<file path="config.mk">
export PLATFORM = sky130hd
export DESIGN_NAME = window_datapath
export DESIGN_NICKNAME = d
export VERILOG_FILES = /design/src/img_pkg.sv /design/src/window_datapath.sv
export VERILOG_INCLUDE_DIRS = /design/src /design/src/src
export SDC_FILE = /design/constraint.sdc
export NUM_CORES = 1
export LEC_CHECK = 0
export BUFFER_PORTS_ARGS = -buffer_cell sky130_fd_sc_hd__buf_2
export CAP_MARGIN = 20
export CORE_AREA = 4 4 564 566
export CTS_CLUSTER_DIAMETER = 80
export DETAILED_ROUTE_END_ITERATION = 16
export DIE_AREA = 0 0 568 570
export PLACE_DENSITY = 0.38
export SETUP_SLACK_MARGIN = 0.02
export SLEW_MARGIN = 20
export SYNTH_ARGS = -nofsm -noshare
export SYNTH_HDL_FRONTEND = slang
export SYNTH_SLANG_ARGS = --single-unit
export TNS_END_PERCENT = 20
</file>
<file path="constraint.sdc">
create_clock -name clk -period 2.6 [get_ports clk]
set_input_delay 0.26 -clock clk [delete_from_list [all_inputs] [get_ports clk]]
set_output_delay 0.26 -clock clk [all_outputs]
set_load 0.01 [all_outputs]
</file>
<file path="src/win_config.svh">
`ifndef WIN_CONFIG_SVH
`define WIN_CONFIG_SVH

// Image geometry, fixed at build time.
`define IMG_COLS 20
`define IMG_ROWS 16

// Square window side.
`define WIN 13

// Grey-scale sample width.
`define PIX_W 8

`endif
</file>
<file path="src/img_pkg.sv">
`include "win_config.svh"

package img_pkg;

  // One grey-scale sample.
  typedef logic [`PIX_W-1:0] pix_t;

  // One window column.
  // Element [WIN-1] is the top row and the oldest, element [0] the newest row.
  typedef pix_t [`WIN-1:0] col_t;

  // Raw window sum, wide enough for 169 full-scale pixels.
  typedef logic [15:0] sum_t;

  // Row and column position.
  typedef logic [9:0] cnt_t;

endpackage

</file>
<file path="src/window_datapath.sv">
`timescale 1ns/100ps
`include "win_config.svh"

module window_datapath
  import img_pkg::*;
(
  input  logic             clk,
  input  logic             rst_n,
  input  logic             clr_i,
  input  col_t             col_i,
  input  logic             col_valid_i,
  output col_t [`WIN-1:0]  win_o,
  output logic             win_valid_o,
  output logic             frame_end_o
);

  cnt_t col_cnt;  // Position of the column now at col_i.
  cnt_t row_cnt;
  logic col_last;
  logic row_last;
  logic in_region;

  assign col_last  = (col_cnt == cnt_t'(`IMG_COLS - 1));
  assign row_last  = (row_cnt == cnt_t'(`IMG_ROWS - 1));

  // Whole window lies inside the image.
  assign in_region = (col_cnt >= cnt_t'(`WIN - 1)) && (row_cnt >= cnt_t'(`WIN - 1));

  // --------------------
  // Window shift chains
  // --------------------
  // Index [WIN-1] is the leftmost and oldest column, [0] the newest.
  always_ff @(posedge clk) begin
    if (col_valid_i) begin
      win_o <= {win_o[`WIN-2:0], col_i};
    end
  end

  // --------------------
  // Position counters
  // --------------------
  always_ff @(posedge clk) begin
    if (!rst_n) begin
      col_cnt <= '0;
      row_cnt <= '0;
    end else if (clr_i) begin
      col_cnt <= '0;
      row_cnt <= '0;
    end else if (col_valid_i) begin
      if (col_last) begin
        col_cnt <= '0;
        if (row_last) begin
          row_cnt <= '0;  // Wrap for the next frame.
        end else begin
          row_cnt <= row_cnt + 1'b1;
        end
      end else begin
        col_cnt <= col_cnt + 1'b1;
      end
    end
  end

  // Flags line up with the window they describe.
  always_ff @(posedge clk) begin
    if (!rst_n) begin
      win_valid_o <= 1'b0;
      frame_end_o <= 1'b0;
    end else begin
      win_valid_o <= col_valid_i && in_region;
      frame_end_o <= col_valid_i && col_last && row_last;
    end
  end

endmodule

</file>
**Word-level counts from Yosys, hierarchy flattened**

Index checks and enable logic that the tools add are counted.

- Equal/unequal tests: 2
- Add/subtract/negate cells: 2
- Muxes and demuxes: 2
- Magnitude comparators: 2
- Reductions and logical operators: 6
- Bitwise gates (word level): 1

Operators by type and width:

| kind | number |
|---|---|
| 10-bit by 1-bit adder with 10-bit output, second input constant | 2 |
| 10-bit by 4-bit >= comparator with 1-bit output, second input constant | 2 |
| 10-bit two-way mux | 2 |
| 10-bit by 4-bit equality test with 1-bit output, second input constant | 1 |
| 10-bit by 5-bit equality test with 1-bit output, second input constant | 1 |
| 1-bit logical AND | 4 |
| 2-bit AND reduction | 1 |
| 2-bit OR reduction | 1 |
| 1-bit inverter | 1 |

- Input port bits: 108
- Output and inout port bits: 1354
- Bits in registers: 1374
- Logic and storage cells: 188

**Depth between registers and ports, before layout**

Gate-level depths: netlist of the first run.

- Depth in word-level cells: 3
- Mapped depth: 7
- Mapped depth without buffers: 5

**Worst setup path after synthesis of the first run**

No wires, ideal clock.

- Kind: register to register
- Start: reg col_cnt[0]
- End: reg row_cnt[6]
- Required time: 2530 ps
- Cell stages (with the launch flop): 7
- Data arrival time: 1592 ps
- Period minus slack after synthesis: 1662 ps
- Path buffers: 1
- Setup time: 70 ps
- Slack: 938 ps
- Cell sequence: dfxtp_1 ha_1 and2_1 nand4_1 buf_2 or4_1 a21oi_1

- Longest elaborated chain between the ends: 2

RTL lines:

| item | RTL line | text |
|---|---|---|
| start, declared | window_datapath.sv:17 | `cnt_t col_cnt;` |
| start signal, assigned | window_datapath.sv:58 | `col_cnt <= col_cnt + 1'b1;` |
| 10-bit by 5-bit equality test with 1-bit output | window_datapath.sv:23 | `` assign col_last = (col_cnt == cnt_t'(`IMG_COLS - 1)); `` |
| 2-bit AND reduction (no line) | - |  |
| end signal, assigned | window_datapath.sv:55 | `row_cnt <= row_cnt + 1'b1;` |
| end, declared | window_datapath.sv:18 | `cnt_t row_cnt;` |

Every way passes these cells.
A chain may end at the register's enable or synchronous reset.

**Final worst setup path of the first run**

- Start: reg win_o[588] in the netlist's numbering
- End: out win_o[588] in the netlist's numbering

RTL lines:

| item | RTL line | text |
|---|---|---|
| start, declared | window_datapath.sv:12 | `` output col_t [`WIN-1:0] win_o, `` |
| start signal, assigned | window_datapath.sv:35 | `` win_o <= {win_o[`WIN-2:0], col_i}; `` |

No word-level cell between the ends.

==> results of run 1 <==
## per-stage QoR
step	setup WS, ps	util, %	area [µm²]	hold WS [ps]	power, mW
global route	298	19.5	61300	74.6	56.2
floorplan	938	-	41700	359	27.5
global placement	544	17.4	54600	425	30.5
finish	533	19.6	61400	159	54.0
CTS	276	19.5	61300	22.7	55.2
detailed placement	519	17.4	54600	427	30.5
## worst register-to-register path, stage by stage, from the launching register on
cell	delay [ps]
sky130_fd_sc_hd__dfxtp_1	380
sky130_fd_sc_hd__ha_1	200
sky130_fd_sc_hd__and2_1	200
sky130_fd_sc_hd__nand4_1	110
sky130_fd_sc_hd__buf_4	220
sky130_fd_sc_hd__o31ai_2	560
sky130_fd_sc_hd__a21oi_1	100
## cells in the final DEF (no fill, tap or decap), types with 2 or more instances in the layout
| cell type | instances |
|---|---|
| sky130_fd_sc_hd__dlygate4sd3_1 | 108 |
| sky130_fd_sc_hd__bufinv_16 | 15 |
| sky130_fd_sc_hd__o21ai_0 | 4 |
| sky130_fd_sc_hd__or4_1 | 4 |
| sky130_fd_sc_hd__a21oi_1 | 10 |
| sky130_fd_sc_hd__and3_1 | 3 |
| sky130_fd_sc_hd__clkbuf_16 | 176 |
| sky130_fd_sc_hd__buf_4 | 32 |
| sky130_fd_sc_hd__inv_6 | 17 |
| sky130_fd_sc_hd__diode_2 | 13 |
| sky130_fd_sc_hd__xor2_1 | 3 |
| sky130_fd_sc_hd__nand4_1 | 6 |
| sky130_fd_sc_hd__or3_1 | 4 |
| sky130_fd_sc_hd__nor4_1 | 2 |
| sky130_fd_sc_hd__clkbuf_1 | 31 |
| sky130_fd_sc_hd__inv_8 | 5 |
| sky130_fd_sc_hd__clkinv_2 | 18 |
| sky130_fd_sc_hd__ha_1 | 4 |
| sky130_fd_sc_hd__o31ai_1 | 4 |
| sky130_fd_sc_hd__clkinv_1 | 32 |
| sky130_fd_sc_hd__clkinv_8 | 4 |
| sky130_fd_sc_hd__nand2_1 | 6 |
| sky130_fd_sc_hd__buf_2 | 1460 |
| sky130_fd_sc_hd__clkinv_4 | 8 |
| sky130_fd_sc_hd__mux2i_1 | 2 |
| sky130_fd_sc_hd__dfxtp_1 | 22 |
| sky130_fd_sc_hd__buf_12 | 10 |
| sky130_fd_sc_hd__or2_2 | 2 |
| sky130_fd_sc_hd__xnor2_1 | 7 |
| sky130_fd_sc_hd__nor2_1 | 18 |
| sky130_fd_sc_hd__nand3_1 | 7 |
| sky130_fd_sc_hd__inv_1 | 9 |
| sky130_fd_sc_hd__edfxtp_1 | 1352 |
| sky130_fd_sc_hd__inv_16 | 3 |
## per-layer routing
metal / vias to the layer above / track usage (%) / wire length [µm]
met4: 0 / 2.60 / 3720
met1: 12011 / 15.3 / 85500
met3: 223 / 3.58 / 16900
li1: 9668 / - / -
met2: 1260 / 16.0 / 80900
met5: - / 0 / 0
## area by class of cell
cell class                 count  share of cell area, %
sequential                  1374                   66.9
timing repair buffer        1610                   14.4
tap                         4160                   8.48
clock buffer                 207                   7.37
clock inverter               104                   1.79
multi-input combinational     95                  0.967
inverter                       9                 0.0551
antenna                       13                 0.0530
## power groups by stage
stage          Combinational (mW)  Sequential, mW  Clock (mW)
2_1_floorplan              0.0107            27.4           0
3_3_place_gp                 3.07            27.5           0
3_5_place_dp                 3.05            27.5           0
4_1_cts                      3.20            27.0        24.9
5_1_grt                      3.27            27.1        25.8
6_report                     3.08            27.0        23.9
## worst max-delay path by stage
stage,slack (ps),end
CTS,280,win_o[570]
finish,530,win_o[588]
detailed placement,520,win_o[1202]$_DFFE_PP_
floorplan,940,row_cnt[6]$_SDFFE_PP0P_
global placement,540,win_o[1161]$_DFFE_PP_
global route,300,win_o[570]
## logic make-up (layout without fill, tap and decap cells)
| kind of cell | after synthesis | count (layout) | share of synthesized area [%] |
|---|---|---|---|
| other | 0 | 13 | 0 |
| adder cells (fa/ha/maj) | 4 | 4 | 0.120 |
| buffers and inverters | 13 | 1930 | 0.135 |
| XOR/XNOR | 10 | 10 | 0.210 |
| multiplexers | 2 | 2 | 0.0480 |
| flip-flops | 1374 | 1374 | 98.4 |
| AND/OR/NAND/NOR | 60 | 60 | 0.774 |
| AO/OA/AOI/OAI | 19 | 19 | 0.270 |
## state kept, by name, indices dropped and copies added (netlist names)
register,count
col_cnt,10
frame_end_o,1
row_cnt,10
win_o,1352
win_valid_o,1
## repair_timing
item                                    in CTS  in global routing
hold buffers                               108                  0
endpoints found under the hold margin      181                  0
endpoints found under the setup margin       0                  0
==> impl_metrics.sql, run 1 <==
INSERT INTO impl_metrics (metric_group, metric, value, unit) VALUES
('setup_path', 'reg2reg_slack', '680', 'ps'),
('floorplan', 'fp.coreArea', '314000', 'µm²'),
('synthesis', 'synth_top_cell_area_share', '97.4', '%'),
('final_layout', 'nFillCells', '33539', ''),
('setup_path', 'cpMaxStageDelayCell', 'sky130_fd_sc_hd__edfxtp_1', ''),
('setup_path', 'timing.critical_path.from_type', 'register', ''),
('route', 'wl_per_cell', '24.7', 'µm'),
('setup_path', 'reg2regPathDepth', '6', ''),
('power', 'pwr-share-seq', '50.0', '%'),
('setup_path', 'timing.setup.critical_path_class', 'register to output pin', ''),
('clocking', 'postCtsResizedCells', '0', ''),
('clocking', 'cts.path.max_buffers', '4', ''),
('synthesis', 'syn-num-nets', '1594', ''),
('setup_path', 'crit-reg2reg-capture', 'row_cnt[5]$_SDFFE_PP0P_', ''),
('placed_design', 'portBuffers', '1461', ''),
('outcome', 'violated_checks', 'antenna rules', ''),
('clocking', 'cts_tree', 'built', ''),
('floorplan', 'die_y', '570', 'µm'),
('setup_path', 'critPathMaxStageDelay', '740', 'ps'),
('synthesis', 'ys_dominant_reg_cell', 'sky130_fd_sc_hd__edfxtp_1', ''),
('grt', 'number_of_antenna_violations_at_the_first_check_in_global_routing', '60', ''),
('synthesis', 'synth_edf_count', '1352', ''),
('clocking', 'cts.root.buffer_cell', 'sky130_fd_sc_hd__clkbuf_16', ''),
('synthesis', 'netlist.top_cell.by_area', 'sky130_fd_sc_hd__edfxtp_1', ''),
('setup_path', 'critical_path.top_delay_family', 'flip-flops', ''),
('power', 'clock_power_share', '44.3', '%'),
('power', 'p_per_area', '879', 'nW/µm²'),
('sta', 'clock_skew', '38.4', 'ps'),
('final_layout', 'design.final.nets', '3376', ''),
('route', 'route.detailed.vias_per_inst', '3.06', ''),
('power', 'p_leak', '22.8', 'nW'),
('hold_path', 'hold_path_startpoint', 'col_i[30]', ''),
('grt', 'global_route_wire_length_before_repair', '235', 'mm'),
('setup_path', 'worstPathRequired', '2340', 'ps'),
('grt', 'pin_count_of_the_biggest_net_entering_global_routing', '172', ''),
('floorplan', 'die_area', '324000', 'µm²'),
('route', 'vias', '23162', ''),
('floorplan', 'count_of_boundary_i_o_pins', '1462', ''),
('outcome', 'run_status', 'complete, but fails checks', ''),
('sta', 'grt_setup_unrepaired', 'false', ''),
('final_layout', 'register_area', '41000', 'µm²'),
('clocking', 'post_cts_buffers', '0', ''),
('synthesis', 'synthMostInstantiatedCell', 'sky130_fd_sc_hd__edfxtp_1', ''),
('sta', 'worst_slew_margin_rel', '27.7', '%'),
('power', 'p_sw_share', '24.1', '%'),
('sta', 'finalWorstPathRequiredPeriod', '2070', 'ps'),
('power', 'switching_component_of_the_power', '13.0', 'mW'),
('final_layout', 'layout-drive-gt1-share', '51.6', '%'),
('synthesis', 'most_common_library_cells_after_synthesis', '1352 x sky130_fd_sc_hd__edfxtp_1, 22 x sky130_fd_sc_hd__dfxtp_1, 18 x sky130_fd_sc_hd__nor2_1', ''),
('clocking', 'htreeDepth', '4', ''),
('grt', 'grt-ovfl-total', '0', ''),
('sta', 'worst-slew-pin-transition', '1080', 'ps'),
('clocking', 'numCtsBuffers', '174', ''),
('synthesis', 'cell_area_after_technology_mapping', '41700', 'µm²'),
('setup_path', 'worstSetupEndpointType', 'output pin', ''),
('sta', 'final-setup-viol-count', '0', ''),
('placed_design', 'place_congestion', '0.871', ''),
('synthesis', 'netlist_top_cells_area', 'sky130_fd_sc_hd__edfxtp_1 97%, sky130_fd_sc_hd__dfxtp_1 1.1%, sky130_fd_sc_hd__nor2_1 0.16%', ''),
('route', 'dr.pass1.iters', '5', ''),
('hold_path', 'worstHoldEndpoint', 'win_o[30]$_DFFE_PP_', ''),
('job', 'max_cap_viol_count', '0', ''),
('route', 'route.final.wire_length', '187', 'mm'),
('grt', 'grt_usage', '10.9', '%'),
('sta', 'top_achievable_clock_speed', '484', 'MHz'),
('clocking', 'cts_num_sinks', '1374', ''),
('setup_path', 'timing.critical_path.fanout_max', '2', ''),
('route', 'drt_antenna_net_count', '1', ''),
('final_layout', 'multi_input_area', '593', 'µm²'),
('floorplan', 'die_width', '568', 'µm'),
('hold_path', 'min-delay-path-class', 'primary input to register', ''),
('synthesis', 'synth_sequential_area_ratio', '98.4', '%');
Note: power is estimated with default switching activity, not from simulation.
==> run 2: changes to the inputs <==
==> constraint.sdc (replaced) <==
create_clock -name clk -period 1.95 [get_ports clk]
set_input_delay 0.195 -clock clk [delete_from_list [all_inputs] [get_ports clk]]
set_output_delay 0.195 -clock clk [all_outputs]
set_load 0.01 [all_outputs]
==> impl_metrics.sql, run 2 (synthesized netlist as in run 1, its figures left out) <==
INSERT INTO impl_metrics (metric_group, metric, value, unit) VALUES
('outcome', 'run_status', 'finished, final reports clean', ''),
('floorplan', 'fp-row-count', '206', ''),
('route', 'route.detailed.vias_per_inst', '3.08', ''),
('setup_path', 'critical_path.top_delay_family', 'flip-flops', ''),
('sta', 'finalHoldViolCount', '0', ''),
('hold_path', 'min-delay-path-class', 'primary input to register', ''),
('clocking', 'cts.path.max_buffers', '4', ''),
('grt', 'first_global_vias', '23643', ''),
('placed_design', 'portBuffers', '1461', ''),
('clocking', 'clk_transition_reported_paths', '60', 'ps'),
('floorplan', 'die_width', '568', 'µm'),
('setup_path', 'timing.setup.critical_path_class', 'register to output pin', ''),
('final_layout', 'area_growth_syn_to_layout', '49.6', '%'),
('setup_path', 'cp_buf_inv_count', '1', ''),
('route', 'drt_first_iter_violations', '1768', ''),
('hold_path', 'hold_path_startpoint', 'col_i[10]', ''),
('placed_design', 'dpl.hpwl', '150', 'mm'),
('setup_path', 'arrival_time_worst_endpoint', '1640', 'ps'),
('route', 'wl_per_cell', '24.4', 'µm'),
('route', 'drt_antenna_net_count', '0', ''),
('final_layout', 'multi_input_area', '596', 'µm²'),
('grt', 'number_of_antenna_violations_at_the_first_check_in_global_routing', '52', ''),
('final_layout', 'layout.cells.most_common', 'sky130_fd_sc_hd__buf_2', ''),
('final_layout', 'design.final.nets', '3462', ''),
('final_layout', 'reg_top3', 'win_o: 1352 flops, col_cnt: 10 flops, row_cnt: 10 flops', ''),
('sta', 'finalWorstPathRequiredPeriod', '1840', 'ps'),
('final_layout', 'largest-register', 'win_o', ''),
('grt', 'grt_usage', '10.9', '%'),
('final_layout', 'layout-drive-gt1-share', '51.7', '%'),
('grt', 'grt-ovfl-total', '0', ''),
('clocking', 'cts_tree', 'built', ''),
('sta', 'clock_skew', '41.4', 'ps'),
('sta', 'worst-slew-pin-transition', '670', 'ps'),
('power', 'p_per_area', '1160', 'nW/µm²'),
('floorplan', 'fp.coreArea', '314000', 'µm²'),
('sta', 'final-setup-viol-count', '0', ''),
('placed_design', 'placement.setup.worst_slack', '98.0', 'ps'),
('job', 'max_cap_viol_count', '0', ''),
('sta', 'grt_setup_unrepaired', 'true', ''),
('sta', 'top_achievable_clock_speed', '545', 'MHz'),
('final_layout', 'largest_register_ffs', '1352', ''),
('route', 'remaining_drc_errors', '0', ''),
('grt', 'pin_count_of_the_biggest_net_entering_global_routing', '108', ''),
('clocking', 'numCtsBuffers', '175', ''),
('clocking', 'htreeDepth', '4', ''),
('grt', 'global_route_wire_length_before_repair', '237', 'mm'),
('route', 'dr.pass1.iters', '5', ''),
('setup_path', 'worst_r2r_startpoint', 'col_cnt[1]$_SDFFE_PP0P_', ''),
('route', 'route.final.wire_length', '187', 'mm'),
('clocking', 'cts.root.buffer_cell', 'sky130_fd_sc_hd__clkbuf_16', ''),
('floorplan', 'start_util', '13.3', '%'),
('sta', 'slew_viol_final', '0', ''),
('floorplan', 'count_of_boundary_i_o_pins', '1462', ''),
('final_layout', 'register_area', '41000', 'µm²'),
('setup_path', 'worstPathRequired', '1750', 'ps'),
('sta', 'fin_crit_share', '94.1', '%'),
('sta', 'worst_slew_margin_rel', '55.4', '%'),
('power', 'p_leak', '23.2', 'nW'),
('route', 'vias', '23565', ''),
('final_layout', 'nFillCells', '33421', ''),
('clocking', 'worst_skew_pair.late_latency', '810', 'ps'),
('setup_path', 'critPathMaxStageDelay', '610', 'ps'),
('setup_path', 'critPathLaunch', 'win_o[316]$_DFFE_PP_', ''),
('power', 'peakVddDrop', '0.719', 'mV'),
('setup_path', 'worstSetupEndpointType', 'output pin', ''),
('final_layout', 'layout_common_cells', '1430 x sky130_fd_sc_hd__buf_2, 1352 x sky130_fd_sc_hd__edfxtp_1, 178 x sky130_fd_sc_hd__clkbuf_16', ''),
('setup_path', 'timing.critical_path.fanout_max', '2', ''),
('setup_path', 'cpMaxStageDelayCell', 'sky130_fd_sc_hd__edfxtp_1', ''),
('sta', 'timing.hold.ws', '116', 'ps'),
('placed_design', 'place_congestion', '0.861', ''),
('floorplan', 'die_area', '324000', 'µm²'),
('power', 'totalPowerFinal', '72.1', 'mW'),
('setup_path', 'timing.critical_path.cells', 'buf_2', ''),
('floorplan', 'die_y', '570', 'µm'),
('clocking', 'cts_num_sinks', '1374', ''),
('setup_path', 'timing.critical_path.from_type', 'register', ''),
('sta', 'timing.final.ws_setup', '115', 'ps');
==> run 2: changes by cell type in the layout (fill, tap and decap cells not counted), moves of 5 or more <==
cell                            change
sky130_fd_sc_hd__dlygate4sd3_1     +42
sky130_fd_sc_hd__buf_4             +41
sky130_fd_sc_hd__buf_2             -30
sky130_fd_sc_hd__buf_6             +22
sky130_fd_sc_hd__buf_12            +10
sky130_fd_sc_hd__clkinvlp_4         +6
sky130_fd_sc_hd__clkinv_2           +5
sky130_fd_sc_hd__inv_6              -5
==> run 2: timing repair <==
item | 4_1_cts | 5_1_grt
pin swaps | 0 | 0
resized for setup | 43 | 4
buffers inserted | 9 | 1
endpoints found under the setup margin | 47 | 10
hold endpoints to repair | 192 | 0
hold buffers | 150 | 0
==> run 2: power breakdown <==
group / leakage, nW / internal [mW] / switching, mW
Combinational: 7.09 / 1.49 / 2.92
Sequential: 13.4 / 34.5 / 1.36
Clock: 2.73 / 18.6 / 13.2
==> run 2: final cells by class <==
type                            instances  share of cell area [%]
Timing Repair Buffer                 1695                    15.8
Antenna cell                           12                  0.0482
Sequential cell                      1374                    65.8
Inverter                                9                  0.0542
Tap cell                             4160                    8.35
Clock buffer                          210                    7.34
Multi-Input combinational cell         95                   0.955
Clock inverter                        106                    1.65
==> run 2: worst paths after layout <==
kind | end | slack, ps | cells after the start
hold / removal | win_o[10]$_DFFE_PP_ | 120 | 2
hold reg to reg | win_o[951]$_DFFE_PP_ | 420 | 0
setup reg to reg | row_cnt[8]$_SDFFE_PP0P_ | 130 | 6
setup / recovery | win_o[316] | 110 | 1
==> run 2: layer usage <==
metal	up-vias	wire length [µm]	global-route usage, %
li1	9816	-	-
met1	12263	85200	15.1
met2	1255	81300	16.1
met3	231	16800	3.72
met4	0	3870	2.67
met5	-	0	0
==> run 2: metrics by stage <==
stage / utilization, % / instance area, µm² / std cells / setup TNS (ps)
3_3_place_gp: 17.5 / 54900 / 7173 / 0
5_1_grt: 19.9 / 62300 / 7651 / -80.1
3_5_place_dp: 17.5 / 54900 / 7173 / 0
2_1_floorplan: - / 41700 / 1482 / 0
4_1_cts: 19.9 / 62300 / 7648 / -198
6_report: 19.9 / 62400 / 7661 / 0
==> run 3: changes to the inputs <==
--- a/config.mk
+++ b/config.mk
@@ -6,7 +6,7 @@
 export SDC_FILE = /design/constraint.sdc
 export NUM_CORES = 1
 export LEC_CHECK = 0
-export BUFFER_PORTS_ARGS = -buffer_cell sky130_fd_sc_hd__buf_2
+export BUFFER_PORTS_ARGS = -buffer_cell sky130_fd_sc_hd__buf_4
 export CAP_MARGIN = 20
 export CORE_AREA = 4 4 564 566
 export CTS_CLUSTER_DIAMETER = 80
==> constraint.sdc (replaced) <==
create_clock -name clk -period 1.95 [get_ports clk]
set_input_delay 0.585 -clock clk [delete_from_list [all_inputs] [get_ports clk]]
set_output_delay 0.585 -clock clk [all_outputs]
set_load 0.01 [all_outputs]
==> impl_metrics.sql, run 3 (synthesized netlist as in run 1, its figures left out) <==
INSERT INTO impl_metrics (metric_group, metric, value, unit) VALUES
('outcome', 'run_status', 'complete, but fails checks', ''),
('outcome', 'violated_checks', 'setup timing', ''),
('setup_path', 'critPathMaxStageDelay', '560', 'ps'),
('final_layout', 'nFillCells', '32789', ''),
('sta', 'worst_slew_margin_rel', '54.7', '%'),
('setup_path', 'timing.critical_path.cells', 'buf_6', ''),
('floorplan', 'die_width', '568', 'µm'),
('power', 'p_per_area', '1060', 'nW/µm²'),
('setup_path', 'timing.critical_path.fanout_max', '2', ''),
('setup_path', 'critPathLaunch', 'win_o[223]$_DFFE_PP_', ''),
('floorplan', 'start_util', '13.3', '%'),
('grt', 'global_route_wire_length_before_repair', '244', 'mm'),
('grt', 'first_global_vias', '24212', ''),
('job', 'max_cap_viol_count', '0', ''),
('setup_path', 'arrival_time_worst_endpoint', '1570', 'ps'),
('clocking', 'cts_tree', 'built', ''),
('final_layout', 'area_growth_syn_to_layout', '67.7', '%'),
('hold_path', 'min-delay-path-class', 'primary input to register', ''),
('setup_path', 'worstPathRequired', '1360', 'ps'),
('route', 'vias', '23964', ''),
('placed_design', 'dpl-instance-area', '58600', 'µm²'),
('route', 'drt_first_iter_violations', '1658', ''),
('grt', 'pin_count_of_the_biggest_net_entering_global_routing', '120', ''),
('setup_path', 'worstSetupEndpointType', 'output pin', ''),
('final_layout', 'register_area', '41000', 'µm²'),
('sta', 'timing.final.ws_setup', '-208', 'ps'),
('hold_path', 'hold_path_startpoint', 'clr_i', ''),
('route', 'route.final.wire_length', '193', 'mm'),
('setup_path', 'timing.critical_path.from_type', 'register', ''),
('grt', 'grt_usage', '11.2', '%'),
('clocking', 'cts_num_sinks', '1374', ''),
('route', 'wl_per_cell', '24.6', 'µm'),
('sta', 'finalWorstPathRequiredPeriod', '2160', 'ps'),
('floorplan', 'die_y', '570', 'µm'),
('final_layout', 'multi_input_area', '593', 'µm²'),
('placed_design', 'dpl.hpwl', '155', 'mm'),
('hold_path', 'whs_path_depth', '3', ''),
('setup_path', 'cpMaxStageDelayCell', 'sky130_fd_sc_hd__edfxtp_1', ''),
('power', 'p_leak', '26.3', 'nW'),
('sta', 'timing.hold.ws', '162', 'ps'),
('route', 'dr.pass1.iters', '5', ''),
('final_layout', 'layout.cells.most_common', 'sky130_fd_sc_hd__edfxtp_1', ''),
('final_layout', 'largest_register_ffs', '1352', ''),
('final_layout', 'design_area_final', '69900', 'µm²'),
('route', 'remaining_drc_errors', '0', ''),
('final_layout', 'largest-register', 'win_o', ''),
('clocking', 'numCtsBuffers', '176', ''),
('hold_path', 'worstHoldEndpoint', 'row_cnt[2]$_SDFFE_PP0P_', ''),
('sta', 'grt_setup_unrepaired', 'true', ''),
('power', 'totalPowerFinal', '74.5', 'mW'),
('setup_path', 'reg2regPathDepth', '7', ''),
('route', 'drt_antenna_net_count', '0', ''),
('route', 'route.detailed.vias_per_inst', '3.06', ''),
('setup_path', 'timing.setup.critical_path_class', 'register to output pin', ''),
('clocking', 'cts.path.max_buffers', '4', ''),
('setup_path', 'crit-reg2reg-capture', 'row_cnt[4]$_SDFFE_PP0P_', ''),
('clocking', 'cts.root.buffer_cell', 'sky130_fd_sc_hd__clkbuf_16', ''),
('sta', 'clock_skew', '47.9', 'ps'),
('final_layout', 'layout-drive-gt1-share', '55.3', '%'),
('final_layout', 'reg_top3', 'win_o: 1352 flops, col_cnt: 10 flops, row_cnt: 10 flops', ''),
('floorplan', 'fp.coreArea', '314000', 'µm²'),
('floorplan', 'die_area', '324000', 'µm²'),
('clocking', 'worst_skew_pair.late_latency', '820', 'ps'),
('grt', 'number_of_antenna_violations_at_the_first_check_in_global_routing', '41', ''),
('power', 'peakVddDrop', '0.637', 'mV'),
('final_layout', 'layout_common_cells', '1352 x sky130_fd_sc_hd__edfxtp_1, 1042 x sky130_fd_sc_hd__buf_4, 681 x sky130_fd_sc_hd__buf_6', ''),
('final_layout', 'design.final.nets', '3636', ''),
('setup_path', 'worst_r2r_startpoint', 'col_cnt[1]$_SDFFE_PP0P_', ''),
('placed_design', 'portBuffers', '1461', ''),
('setup_path', 'reg2reg_slack', '140', 'ps'),
('grt', 'grt-ovfl-total', '0', ''),
('floorplan', 'count_of_boundary_i_o_pins', '1462', ''),
('setup_path', 'cp_buf_inv_count', '1', ''),
('sta', 'finalSetupTns', '-25610', 'ps'),
('sta', 'final-setup-viol-count', '550', ''),
('sta', 'slew_viol_final', '0', ''),
('placed_design', 'place_congestion', '0.875', ''),
('sta', 'worst-slew-pin-transition', '680', 'ps'),
('sta', 'fin_crit_share', '111', '%'),
('sta', 'finalHoldViolCount', '0', ''),
('sta', 'top_achievable_clock_speed', '463', 'MHz'),
('clocking', 'clk_transition_reported_paths', '60', 'ps'),
('clocking', 'htreeDepth', '4', ''),
('setup_path', 'critical_path.top_delay_family', 'flip-flops', ''),
('floorplan', 'fp-row-count', '206', '');
[run 3: cell types whose count changed in the layout (fill, tap and decap cells not counted), moves of 6 or more]
cell / delta
sky130_fd_sc_hd__clkbuf_1: -6
sky130_fd_sc_hd__buf_8: +9
sky130_fd_sc_hd__clkinv_2: +7
sky130_fd_sc_hd__buf_4: +969
sky130_fd_sc_hd__clkinv_1: +7
sky130_fd_sc_hd__buf_2: -1430
sky130_fd_sc_hd__dlygate4sd3_1: -45
sky130_fd_sc_hd__buf_6: +659
sky130_fd_sc_hd__buf_12: +10
[run 3: layer usage]
| metal | part of all wire, % | wire, µm | global-route usage [%] | vias up |
|---|---|---|---|---|
| met1 | 44 | 85200 | 15.0 | 12384 |
| met2 | 44 | 84400 | 16.8 | 1137 |
| met3 | 9.7 | 18700 | 4.59 | 267 |
| met5 | 0.014 | 27 | 0 | - |
| li1 | - | - | - | 10172 |
| met4 | 2.3 | 4460 | 2.78 | 4 |
[run 3: worst max path at each step]
stage                              endpoint  slack [ps]  cells past startpoint
floorplan           row_cnt[6]$_SDFFE_PP0P_         120                      6
global placement    row_cnt[5]$_SDFFE_PP0P_          30                      7
detailed placement  row_cnt[4]$_SDFFE_PP0P_          40                      7
global route                    win_o[1080]        -290                      1
CTS                             win_o[1080]        -320                      1
finish                           win_o[223]        -210                      1
[run 3: timing repair]
action / CTS / global route
gates resized for setup: 439 / 272
hold buffers: 105 / 0
setup buffers: 177 / 51
endpoints found under the setup margin: 1354 / 1353
endpoints found under the hold margin: 106 / 0
[run 3: layout make-up]
cell class	count	area share [%]
Antenna cell	8	0.0286
Tap cell	4160	7.44
Clock buffer	204	6.51
Inverter	9	0.0483
Sequential cell	1374	58.7
Multi-Input combinational cell	95	0.848
Timing Repair Buffer	1868	24.8
Clock inverter	119	1.67
[run 3: metrics by stage]
stage / utilization, % / setup slack (ps) / instances
final: 22.3 / -208 / 7837
after global routing: 22.3 / -293 / 7831
after CTS: 21.8 / -323 / 7778
after detailed placement: 18.7 / 36.9 / 7173
after global placement: 18.7 / 26.6 / 7173
after floorplan: - / 124 / 1482
[run 3: power breakdown]
group          internal [mW]  total (mW)  switching (mW)  leakage [nW]
combinational           3.10        6.46            3.36          10.1
clock                   18.9        32.2            13.3          2.81
sequential              34.5        35.8            1.26          13.4
total                   56.6        74.5            17.9          26.3
